**config.mk**
```make
export PLATFORM = sky130hd
export DESIGN_NAME = hci_top
export DESIGN_NICKNAME = d
export VERILOG_FILES = /design/src/hci_pkg.sv /design/src/hci_queue.sv /design/src/hci_regs.sv /design/src/hci_top.sv
export SDC_FILE = /design/constraint.sdc
export NUM_CORES = 2
export LEC_CHECK = 0
export BUFFER_PORTS_ARGS = -buffer_cell sky130_fd_sc_hd__buf_2
export CORE_MARGIN = 8
export CORE_UTILIZATION = 45
export CTS_CLUSTER_DIAMETER = 60
export DETAILED_ROUTE_END_ITERATION = 16
export GPL_TIMING_DRIVEN = 0
export PLACE_DENSITY = 0.62
export RECOVER_POWER = 100
export SYNTH_ARGS = -nofsm -noshare
export SYNTH_HDL_FRONTEND = slang
export SYNTH_SLANG_ARGS = --single-unit
```
**constraint.sdc**
```tcl
create_clock -name clk_i -period 11.8 [get_ports clk_i]
set_input_delay 1.77 -clock clk_i [delete_from_list [all_inputs] [get_ports clk_i]]
set_output_delay 1.77 -clock clk_i [all_outputs]
set_load 0.05 [all_outputs]
```
**src/hci_pkg.sv**
```systemverilog
// ~~~~~~~~~~~~~~~~~~~~~~~~~~~~~~~~~~~~~~~~~~~~~~~~~
// Sizes, register offsets and bus types shared by the
// PIO queue core and its testbench
// ~~~~~~~~~~~~~~~~~~~~~~~~~~~~~~~~~~~~~~~~~~~~~~~~~
`default_nettype none

package hci_pkg;

  localparam int unsigned NumQueues  = 4;
  localparam int unsigned QueueDepth = 16;
  localparam int unsigned DataWidth  = 32;
  localparam int unsigned LevelWidth = 5;  // Level 0..QueueDepth
  localparam int unsigned PtrWidth   = 4;
  localparam int unsigned ThldWidth  = 8;
  localparam int unsigned AddrWidth  = 12;

  // Queue slots
  localparam int unsigned QCmd  = 0;
  localparam int unsigned QTx   = 1;
  localparam int unsigned QResp = 2;
  localparam int unsigned QRx   = 3;

  // Register byte offsets
  localparam logic [AddrWidth-1:0] RegResetCtrl = 12'h000;
  localparam logic [AddrWidth-1:0] RegQueueThld = 12'h004;
  localparam logic [AddrWidth-1:0] RegDataThld  = 12'h008;
  localparam logic [AddrWidth-1:0] RegCmdPort   = 12'h00C;
  localparam logic [AddrWidth-1:0] RegTxPort    = 12'h010;
  localparam logic [AddrWidth-1:0] RegRespPort  = 12'h014;
  localparam logic [AddrWidth-1:0] RegRxPort    = 12'h018;
  localparam logic [AddrWidth-1:0] RegStatus    = 12'h01C;

  typedef struct packed {
    logic                 psel;
    logic                 penable;
    logic                 pwrite;
    logic [AddrWidth-1:0] paddr;
    logic [DataWidth-1:0] pwdata;
  } apb_req_t;

  typedef struct packed {
    logic                 pready;
    logic [DataWidth-1:0] prdata;
    logic                 pslverr;
  } apb_rsp_t;

  typedef struct packed {
    logic                 valid;
    logic [DataWidth-1:0] data;
  } q_push_t;

  typedef struct packed {
    logic pop;
  } q_pop_t;

  typedef struct packed {
    logic [LevelWidth-1:0] level;
    logic                  full;
    logic                  empty;
    logic [DataWidth-1:0]  head;
  } q_stat_t;

  // One slot per queue
  typedef q_push_t [NumQueues-1:0] q_push_arr_t;
  typedef q_pop_t  [NumQueues-1:0] q_pop_arr_t;
  typedef q_stat_t [NumQueues-1:0] q_stat_arr_t;

endpackage

`default_nettype wire

```
**src/hci_queue.sv**
```systemverilog
// ~~~~~~~~~~~~~~~~~~~~~~~~~~~~~~~~~~~~~~~~~~~~~~~~~
// Synchronous FIFO for one PIO queue, with soft flush
// and a fill level for the threshold logic
// ~~~~~~~~~~~~~~~~~~~~~~~~~~~~~~~~~~~~~~~~~~~~~~~~~
`timescale 1ns/1ns
`default_nettype none

module hci_queue (
  input  logic             clk_i,
  input  logic             rst_ni,
  input  logic             flush_i,
  input  hci_pkg::q_push_t push_i,
  input  hci_pkg::q_pop_t  pop_i,
  output hci_pkg::q_stat_t stat_o
);
  import hci_pkg::*;

  logic [DataWidth-1:0]  mem_q [QueueDepth];
  logic [PtrWidth-1:0]   wr_ptr_q;
  logic [PtrWidth-1:0]   rd_ptr_q;
  logic [LevelWidth-1:0] level_q;
  logic                  full;
  logic                  empty;
  logic                  push_acc;
  logic                  pop_acc;

  assign full     = (level_q == LevelWidth'(QueueDepth));
  assign empty    = (level_q == '0);
  assign push_acc = push_i.valid && !full;  // Dropped when full
  assign pop_acc  = pop_i.pop && !empty;

  // Pointers wrap naturally at depth 16
  always_ff @(posedge clk_i or negedge rst_ni) begin
    if (!rst_ni) begin
      wr_ptr_q <= '0;
      rd_ptr_q <= '0;
      level_q  <= '0;
    end else if (flush_i) begin
      wr_ptr_q <= '0;
      rd_ptr_q <= '0;
      level_q  <= '0;
    end else begin
      if (push_acc) begin
        wr_ptr_q <= wr_ptr_q + 1'b1;
      end
      if (pop_acc) begin
        rd_ptr_q <= rd_ptr_q + 1'b1;
      end
      case ({push_acc, pop_acc})
        2'b10:   level_q <= level_q + 1'b1;
        2'b01:   level_q <= level_q - 1'b1;
        default: level_q <= level_q;  // Both or neither
      endcase
    end
  end

  // Storage
  always_ff @(posedge clk_i) begin
    if (push_acc) begin
      mem_q[wr_ptr_q] <= push_i.data;
    end
  end

  always_comb begin
    stat_o.level = level_q;
    stat_o.full  = full;
    stat_o.empty = empty;
    stat_o.head  = mem_q[rd_ptr_q];  // Valid only when not empty
  end

  // A full queue holds its write side until a word leaves
  a_no_push_full: assert property (@(posedge clk_i) disable iff (!rst_ni)
    full && !pop_i.pop && !flush_i |=> full && $stable(wr_ptr_q));

  // An empty queue holds its read side until a word arrives
  a_no_pop_empty: assert property (@(posedge clk_i) disable iff (!rst_ni)
    empty && !push_i.valid && !flush_i |=> empty && $stable(rd_ptr_q));

  a_level_max: assert property (@(posedge clk_i) disable iff (!rst_ni)
    level_q <= LevelWidth'(QueueDepth));

endmodule

`default_nettype wire

```
**src/hci_regs.sv**
```systemverilog
// ~~~~~~~~~~~~~~~~~~~~~~~~~~~~~~~~~~~~~~~~~~~~~~~~~
// APB register block: queue ports, thresholds, soft
// resets, status and the ready threshold triggers
// ~~~~~~~~~~~~~~~~~~~~~~~~~~~~~~~~~~~~~~~~~~~~~~~~~
`timescale 1ns/1ns
`default_nettype none

module hci_regs (
  input  logic                          clk_i,
  input  logic                          rst_ni,
  input  hci_pkg::apb_req_t             apb_i,
  output hci_pkg::apb_rsp_t             apb_o,
  input  hci_pkg::q_stat_arr_t          stat_i,
  output hci_pkg::q_push_arr_t          sw_push_o,
  output hci_pkg::q_pop_arr_t           sw_pop_o,
  output logic [hci_pkg::NumQueues-1:0] flush_o,
  output logic [hci_pkg::NumQueues-1:0] thld_trig_o
);
  import hci_pkg::*;

  logic [NumQueues-1:0][ThldWidth-1:0] thld_q;
  logic [NumQueues-1:0]                rst_ctrl_q;
  logic [NumQueues-1:0]                q_empty;
  logic [NumQueues-1:0]                q_full;
  logic                                access;
  logic                                wr_done;
  logic                                rd_done;
  logic                                stall;
  logic                                mapped;
  logic [DataWidth-1:0]                rdata;

  assign access  = apb_i.psel && apb_i.penable;
  assign wr_done = access && apb_i.pwrite && !stall;
  assign rd_done = access && !apb_i.pwrite && !stall;

  // Offset decode, port stalls and read mux
  always_comb begin
    mapped = 1'b1;
    stall  = 1'b0;
    rdata  = '0;
    case (apb_i.paddr)
      RegResetCtrl: rdata[NumQueues-1:0] = rst_ctrl_q;
      RegQueueThld: rdata = {{(DataWidth-2*ThldWidth){1'b0}}, thld_q[QResp], thld_q[QCmd]};
      RegDataThld:  rdata = {{(DataWidth-2*ThldWidth){1'b0}}, thld_q[QRx], thld_q[QTx]};
      RegCmdPort:   stall = apb_i.pwrite && stat_i[QCmd].full;
      RegTxPort:    stall = apb_i.pwrite && stat_i[QTx].full;
      RegRespPort: begin
        stall = !apb_i.pwrite && stat_i[QResp].empty;
        rdata = stat_i[QResp].head;
      end
      RegRxPort: begin
        stall = !apb_i.pwrite && stat_i[QRx].empty;
        rdata = stat_i[QRx].head;
      end
      RegStatus: rdata = {{(DataWidth-3*NumQueues){1'b0}}, thld_trig_o, q_full, q_empty};
      default:   mapped = 1'b0;
    endcase
  end

  assign apb_o.pready  = access && !stall;
  assign apb_o.pslverr = access && !mapped;
  assign apb_o.prdata  = rd_done ? rdata : '0;  // Zero for unmapped too

  // Software side of the queues
  always_comb begin
    sw_push_o = '0;
    sw_pop_o  = '0;
    sw_push_o[QCmd].valid = wr_done && (apb_i.paddr == RegCmdPort);
    sw_push_o[QCmd].data  = apb_i.pwdata;
    sw_push_o[QTx].valid  = wr_done && (apb_i.paddr == RegTxPort);
    sw_push_o[QTx].data   = apb_i.pwdata;
    sw_pop_o[QResp].pop   = rd_done && (apb_i.paddr == RegRespPort);
    sw_pop_o[QRx].pop     = rd_done && (apb_i.paddr == RegRxPort);
  end

  always_ff @(posedge clk_i or negedge rst_ni) begin
    if (!rst_ni) begin
      thld_q     <= '0;
      rst_ctrl_q <= '0;
    end else begin
      rst_ctrl_q <= '0;  // Reset bits last one cycle
      if (wr_done) begin
        case (apb_i.paddr)
          RegResetCtrl: rst_ctrl_q <= apb_i.pwdata[NumQueues-1:0];
          RegQueueThld: begin
            thld_q[QCmd]  <= apb_i.pwdata[ThldWidth-1:0];
            thld_q[QResp] <= apb_i.pwdata[2*ThldWidth-1:ThldWidth];
          end
          RegDataThld: begin
            thld_q[QTx] <= apb_i.pwdata[ThldWidth-1:0];
            thld_q[QRx] <= apb_i.pwdata[2*ThldWidth-1:ThldWidth];
          end
          default: ;
        endcase
      end
    end
  end

  assign flush_o = rst_ctrl_q;

  // Outbound queues count free entries, inbound ones count words
  for (genvar i = 0; i < NumQueues; i++) begin : g_trig
    logic [ThldWidth-1:0] count;

    if (i == QCmd || i == QTx) begin : g_free
      assign count = ThldWidth'(QueueDepth) - ThldWidth'(stat_i[i].level);
    end else begin : g_fill
      assign count = ThldWidth'(stat_i[i].level);
    end

    assign thld_trig_o[i] = (thld_q[i] != '0) && (count >= thld_q[i]);  // Zero disables
    assign q_empty[i]     = stat_i[i].empty;
    assign q_full[i]      = stat_i[i].full;
  end

  // pready only rises in an access phase that followed a setup cycle
  a_pready_access: assert property (@(posedge clk_i) disable iff (!rst_ni)
    $rose(apb_o.pready) |-> apb_i.psel && apb_i.penable && $past(apb_i.psel));

  // Soft reset empties every chosen queue one cycle later
  a_flush_empties: assert property (@(posedge clk_i) disable iff (!rst_ni)
    |rst_ctrl_q |=> &(q_empty | ~$past(rst_ctrl_q)));

endmodule

`default_nettype wire

```
**src/hci_top.sv**
```systemverilog
// ~~~~~~~~~~~~~~~~~~~~~~~~~~~~~~~~~~~~~~~~~~~~~~~~~
// PIO queue core: APB registers in front of four
// queues, drained or filled by the controller ports
// ~~~~~~~~~~~~~~~~~~~~~~~~~~~~~~~~~~~~~~~~~~~~~~~~~
`timescale 1ns/1ns
`default_nettype none

module hci_top (
  input  logic                          clk_i,
  input  logic                          rst_ni,
  input  hci_pkg::apb_req_t             apb_i,
  output hci_pkg::apb_rsp_t             apb_o,
  output logic                          cmd_rvalid_o,
  input  logic                          cmd_rready_i,
  output logic [hci_pkg::DataWidth-1:0] cmd_rdata_o,
  output logic                          tx_rvalid_o,
  input  logic                          tx_rready_i,
  output logic [hci_pkg::DataWidth-1:0] tx_rdata_o,
  input  logic                          resp_wvalid_i,
  output logic                          resp_wready_o,
  input  logic [hci_pkg::DataWidth-1:0] resp_wdata_i,
  input  logic                          rx_wvalid_i,
  output logic                          rx_wready_o,
  input  logic [hci_pkg::DataWidth-1:0] rx_wdata_i,
  output logic                          cmd_thld_trig_o,
  output logic                          tx_thld_trig_o,
  output logic                          resp_thld_trig_o,
  output logic                          rx_thld_trig_o
);
  import hci_pkg::*;

  q_push_arr_t          sw_push, hw_push, push;
  q_pop_arr_t           sw_pop, hw_pop, pop;
  q_stat_arr_t          stat;
  logic [NumQueues-1:0] flush;
  logic [NumQueues-1:0] thld_trig;

  hci_regs u_regs (
    .clk_i,
    .rst_ni,
    .apb_i,
    .apb_o,
    .stat_i      (stat),
    .sw_push_o   (sw_push),
    .sw_pop_o    (sw_pop),
    .flush_o     (flush),
    .thld_trig_o (thld_trig)
  );

  // Controller side slots
  always_comb begin
    hw_push = '0;
    hw_pop  = '0;
    hw_push[QResp].valid = resp_wvalid_i;
    hw_push[QResp].data  = resp_wdata_i;
    hw_push[QRx].valid   = rx_wvalid_i;
    hw_push[QRx].data    = rx_wdata_i;
    hw_pop[QCmd].pop     = cmd_rready_i;  // Ignored by the queue when empty
    hw_pop[QTx].pop      = tx_rready_i;
  end

  // Each slot is driven from one side only
  assign push = sw_push | hw_push;
  assign pop  = sw_pop | hw_pop;

  for (genvar i = 0; i < NumQueues; i++) begin : g_queue
    hci_queue u_queue (
      .clk_i,
      .rst_ni,
      .flush_i (flush[i]),
      .push_i  (push[i]),
      .pop_i   (pop[i]),
      .stat_o  (stat[i])
    );
  end

  assign cmd_rvalid_o  = !stat[QCmd].empty;
  assign cmd_rdata_o   = stat[QCmd].head;
  assign tx_rvalid_o   = !stat[QTx].empty;
  assign tx_rdata_o    = stat[QTx].head;
  assign resp_wready_o = !stat[QResp].full;
  assign rx_wready_o   = !stat[QRx].full;

  assign cmd_thld_trig_o  = thld_trig[QCmd];
  assign tx_thld_trig_o   = thld_trig[QTx];
  assign resp_thld_trig_o = thld_trig[QResp];
  assign rx_thld_trig_o   = thld_trig[QRx];

endmodule

`default_nettype wire

```
# ---- Word level (Yosys, flattened, before mapping)
# Memories as Yosys holds them, arrays and structs flattened.
# Index checks and enable logic that the tools add are counted.
dict set report totals {
  word_cells 165
  out_inout_bits 106
  ramBits 2048
  ff_bits 88
  memories 4
  input_bits 117
}
dict set report op_classes {
  n_reduce_logical 62
  eq_ne 19
  addsub 18
  n_mux 39
  n_lt_le_gt_ge 4
  bitwise 2
}
# memory depth word_bits rd rd_clocked_by_memory_dff write_ports line
set memory_table {}
lappend memory_table {{g_queue[0].u_queue.mem_q} 16 32 1 0 1 hci_queue.sv:18} ;# logic [DataWidth-1:0] mem_q [QueueDepth];
lappend memory_table {{g_queue[1].u_queue.mem_q} 16 32 1 0 1 hci_queue.sv:18}
lappend memory_table {{g_queue[2].u_queue.mem_q} 16 32 1 0 1 hci_queue.sv:18}
lappend memory_table {{g_queue[3].u_queue.mem_q} 16 32 1 0 1 hci_queue.sv:18}
# operator n
set op_table {}
lappend op_table {{one-hot mux 28 bit (5 select lines)} 1}
lappend op_table {{bitwise OR 66 x 132 -> 132 bit} 1}
lappend op_table {{2-to-1 mux 4 bit} 18}
lappend op_table {{equality test 12 x 5 -> 1 bit, second input constant} 4}
lappend op_table {{one-hot mux 5 bit (2 select lines)} 4}
lappend op_table {{adder 4 x 1 -> 4 bit, second input constant} 8}
lappend op_table {{2-to-1 mux 32 bit} 1}
lappend op_table {{nonzero test 8 bit} 4}
lappend op_table {{logical AND 1 bit} 27}
lappend op_table {{equality test 12 x 4 -> 1 bit, second input constant} 2}
lappend op_table {{one-hot mux 4 bit (6 select lines)} 1}
lappend op_table {{adder 5 x 1 -> 5 bit, second input constant} 4}
lappend op_table {{equality test 5 bit, second input constant} 4}
lappend op_table {{logical NOT 5 bit} 4}
lappend op_table {{2-to-1 mux 5 bit} 4}
lappend op_table {{subtractor 5 x 1 -> 5 bit, second input constant} 4}
lappend op_table {{greater-or-equal comparator 5 x 8 -> 1 bit} 2}
lappend op_table {{greater-or-equal comparator 8 bit} 2}
lappend op_table {{nonzero test 2 bit} 8}
lappend op_table {{equality test 12 x 3 -> 1 bit, second input constant} 1}
lappend op_table {{logical NOT 12 bit} 1}
lappend op_table {{nonzero test 3 bit} 4}
lappend op_table {{subtractor 5 x 5 -> 6 bit, first input constant} 2}
lappend op_table {{logical NOT 1 bit} 11}
lappend op_table {{7 further kinds} 22}

# ---- Depth between registers and ports, before layout
dict set report depth {
  depth_word 11
  ltp_mapped 15
  depth_no_buf 13
}

# ---- Cells and area by module
# A second synthesis with hierarchy kept.
dict set report unflattened {
  hier_cells 3900
  area_unflattened_um2 85514.5
}
# module instances area_each_um2 seq_area_each_um2 cells_each
set modules_own_cells {}
lappend modules_own_cells {hci_queue 4 20208.1 15700.1 830}
lappend modules_own_cells {hci_regs 1 4241.6 900.9 508}
lappend modules_own_cells {hci_top 1 440.4 0.0 72}

# ---- Least setup slack after synthesis
# No wires, ideal clock.
dict set report synth_path {
  path_type {input -> register}
  from {input port apb_i[33] in the netlist's numbering}
  to {memory g_queue[1].u_queue.mem_q[0][0], enable pin}
  required_ns 11.299
  path_slack_ns 5.380
  t_arrival_ns 5.919
  cell_stages 5
  setup_ns 0.501
  path_buffers 1
  cell_sequence {nor3_1 -> nand4_1 -> clkbuf_1 -> or2_2 -> nor4_1}
}
dict set report synth_between {
  elab_chain_len 9
  elab_cells_between_ends 12
  cone_classes {eq/ne: 4; mux: 3; bitwise: 1; reduce/logical: 4}
}
# item line
set synth_lines {}
lappend synth_lines {{start, declared} hci_top.sv:11} ;# input hci_pkg::apb_req_t apb_i,
lappend synth_lines {{equality test 12 x 5 -> 1 bit (tied with other cells)} hci_regs.sv:41} ;# case (apb_i.paddr)
lappend synth_lines {{one-hot mux 1 bit (4 select lines)} hci_regs.sv:41}
lappend synth_lines {{logical NOT 1 bit} hci_regs.sv:33} ;# assign wr_done = access && apb_i.pwrite && !stall;
lappend synth_lines {{logical AND 1 bit} hci_regs.sv:33}
lappend synth_lines {{logical AND 1 bit *} hci_regs.sv:70} ;# sw_push_o[QTx].valid = wr_done && (apb_i.paddr == RegTxPort);
lappend synth_lines {{bitwise OR 66 x 132 -> 132 bit *} hci_top.sv:63} ;# assign push = sw_push | hw_push;
lappend synth_lines {{logical AND 1 bit *} hci_queue.sv:29} ;# assign push_acc = push_i.valid && !full;
lappend synth_lines {{2-to-1 mux 1 bit *} hci_queue.sv:59} ;# if (push_acc) begin
lappend synth_lines {{2-to-1 mux 1 bit (not written as such) *} hci_queue.sv:60} ;# mem_q[wr_ptr_q] <= push_i.data;
lappend synth_lines {{end, declared} hci_queue.sv:18}
# Every way passes the cells marked *; elsewhere a longest branch is shown, timed or not.

==> impl_results.md <==
* Hold WC Path Type: register to register
* Power Total at 19.8 mW
* First-pass GRT wire length at 307,000 um
* Yosys reg bits at 2,136
* Synth top cells by count: edfxtp_1, mux4_2, mux2i_1
* Post-synth cell types at 75
* Crit-path max FO at 10
* Reg2Reg Depth at 10
* Crit Path Category: input port to output pin
* Crit start category: input port
* Core Rows at 158
* FFs w/ async S/R, synth at 0.0412
* Global-route usage over all layers at 0.212
* Detailed Routing Iterations Pass 1 at 6
* GRT met1 Usage at 0.282
* WP buf/inv at 4
* # Max-Cap Violations at 67
* Via count at 41,700
* Netlist Area Pre-Place at 84,000 um^2
* Post-CTS setup buffer count at 0
* Instance count of the mapped netlist at 3,867
* Static Leak at 29.4 nW
* Synthesized Nets at 4,044
* Clk buf depth at 3
* Critical Path AT at 6680 ps
* Top-count cell post-synth: edfxtp_1
* Clk_lat worst skew at 840 ps
* PwrDens at 208 nW/um^2
* Synth area leaders: edfxtp_1, mux4_2, dfrtp_1
* Met3 Use GR at 0.0366
* Die area at 201,000 um^2
* Die Y at 448 um
* Delay-heaviest family, CP: simple AND/OR/NAND/NOR gates
* Vias in the first global route at 42,100
* Post-DP HPWL at 142,000 um
* Layout Nets at 4,623
* Synth-to-Final Area Change at 13.4%
* Failing checks: capacitance limit, slew limit
* DR vias/cell at 5.85
* Initial antenna violation count at 33
* Peak VDD IR at 0.251 mV
* Fmax at 0.118 GHz
* Ys flop type: edfxtp_1
* Total CTS buffers at 213
* Initial Util at 0.453
* Post-cts gate resize count at 0
* Crit-path cells: buf_2 -> nor3_1 -> nand4_1 -> clkbuf_1 -> nor2_1 -> clkbuf_1 -> o211ai_1 -> a31oi_1 -> clkbuf_1
* Final hold viol count at 0
* Layer with the highest usage: met2
* Slowest-stage cell, CP: nor3_1
* Worst R2R End: g_queue[1].u_queue.mem_q[8][19]
* Die Wd at 448 um
* Min-Delay Path Depth at 1
* Port bufs at 222
* Slew @ Worst Pin at 3880 ps
* Final Worst Setup Slack at 3350 ps
* DP Worst Slack at 3530 ps
* Iter 0 DRT Violations at 4,584
* GP Congestion at 0.858
* Slew Viols, Final at 1,669
* Final min period at 8450 ps
* Core ar. at 185,000 um^2
* CP max stage delay at 930 ps
* Reg2reg start: g_queue[1].u_queue.level_q[0]
* Syn. warnings at 0
* CTS Sinks at 2,136
* Overflow after GRT at 0
* Headroom to the max-slew limit at -1.59
* # DRC at 0
* Routed WL per cell at 30.4 um
* Pin count of the biggest net entering global routing at 66
* Sequential area share after synthesis at 0.759
* Critical path depth at 9
* EDFF count, synth at 2,048
* Critical path endpoint: apb_o[6]
* CTS root buffer: clkbuf_16
* Share of the synthesized area in the top cell type at 0.732
* RSZ-0062 raised after global routing: false
* Yosys top cell by area: edfxtp_1
* Share of layout cells above drive strength 1 at 0.212
* Fin crit share at 0.716
* CTS H-tree lvls at 4
* Critical path capture point type: output pin
* Final setup vio count at 0
* Worst Skew at 22.9 ps
* Design area at 95,300 um^2
* Util after Layout at 0.514
* Final WL at 217,000 um
* IO Pins at 223
* Register-to-Register Setup Slack at 6360 ps
* CTS tree: built
* Avg Cell Area, Syn at 21.7 um^2
* Critical Path RT at 10,030 ps
* Hold_buf cts at 0
* DP Area at 90,300 um^2
* Crit-path most repeated cell: clkbuf_1
* Final ANT Viol Nets at 0
* Clk slew on worst S/H paths at 60 ps
* Met2 Use GR at 0.354
* Outcome: finished with violations
* CP startpoint: apb_i[33]
-- metrics by stage --
step,setup TNS (ps),instances,hold slack (ps)
after floorplan,0,3867,459
after global placement,-3190,6569,517
after detailed placement,0,6711,533
after CTS,0,7107,546
after global routing,0,7112,564
final,0,7122,553
-- worst register-to-register path, cell delays in order, from the launching register on --
cell and delay [ps]:
dfrtp_1 440, inv_1 140, ha_1 240, nor3b_1 160, ha_1 290, or3_1 410, clkbuf_1 200, or2_0 330
nor3b_1 410, and2_0 1300, clkbuf_1 1100
-- cells in the final DEF (no fill, tap or decap), types with 8 or more instances in the layout --
cell,instances
clkinv_8,8
nor2_1,93
buf_6,15
bufinv_16,16
nor3_1,21
edfxtp_1,2048
a22oi_1,27
buf_1,24
nor2b_1,9
buf_2,51
xnor2_1,25
clkinv_4,9
buf_4,17
mux4_2,552
and2_0,34
ha_1,60
nand4_1,13
clkinv_2,34
a21oi_1,58
nand3_1,29
a221oi_1,64
inv_1,72
a31oi_1,13
o21ai_0,50
dfrtp_1,88
nand2_1,91
clkinv_1,53
nor4_1,23
mux2_2,32
mux2i_1,118
diode_2,15
xor2_1,19
clkbuf_16,213
clkbuf_1,506
-- how the worst min path moves through the flow --
stage / startpoint / to / slack (ps)
after global placement: u_regs.thld_q[22] / u_regs.thld_q[22] / 520
after CTS: u_regs.thld_q[22] / u_regs.thld_q[22] / 550
after detailed placement: u_regs.thld_q[22] / u_regs.thld_q[22] / 530
after floorplan: u_regs.flush_o[2] / g_queue[2].u_queue.rd_ptr_q[3] / 460
after global routing: u_regs.thld_q[21] / u_regs.thld_q[21] / 560
final: u_regs.thld_q[21] / u_regs.thld_q[21] / 550
-- cell families (layout without fill, tap and decap cells) --
kind of cell               count (synthesis)  count (layout)  share of synthesized area
buffers and inverters                    280            1040                     0.0153
DFF                                     2136            2136                      0.759
muxes                                    702             702                      0.166
other                                      0              15                          0
adders and majority gates                 60              60                    0.00894
and+or+nand+nor                          368             368                     0.0227
xor gates and xnor gates                  44              44                    0.00459
AOI/OAI and AO/OA                        277             277                     0.0235
-- layer usage --
metal  vias up  part of all wire  wire [um]
li1      17400                 -          -
met1     22200              0.40      86100
met2      1583              0.50     107000
met3       379             0.066      14300
met4        16             0.041       8780
met5         -           0.00050        109
-- report_power, final --
part           leakage [nW]  switching [mW]  total [mW]  internal, mW
registers              19.6           0.126        8.87          8.74
clock network          3.32            2.87        6.59          3.72
logic                  6.46            2.77        4.31          1.54
total                  29.4            5.77        19.8          14.0
-- area by class of cell --
class,instances,area [um^2]
timing repair buffer,364,1400
inverter,74,278
clock inverter,134,1260
buffer,206,985
antenna,15,37.5
tap,2480,3100
sequential,2136,63700
fill,14900,90200
clock buffer,262,5570
multi-input combinational,1451,18900
-- flip-flops by register name, indices dropped and copies added (netlist names) --
signal,flops
u_regs.thld_q,32
g_queue.u_queue.rd_ptr_q,16
g_queue.u_queue.wr_ptr_q,16
g_queue.u_queue.level_q,20
u_regs.flush_o,4
g_queue.u_queue.mem_q,2048
Power figures use the tool's default switching activity.
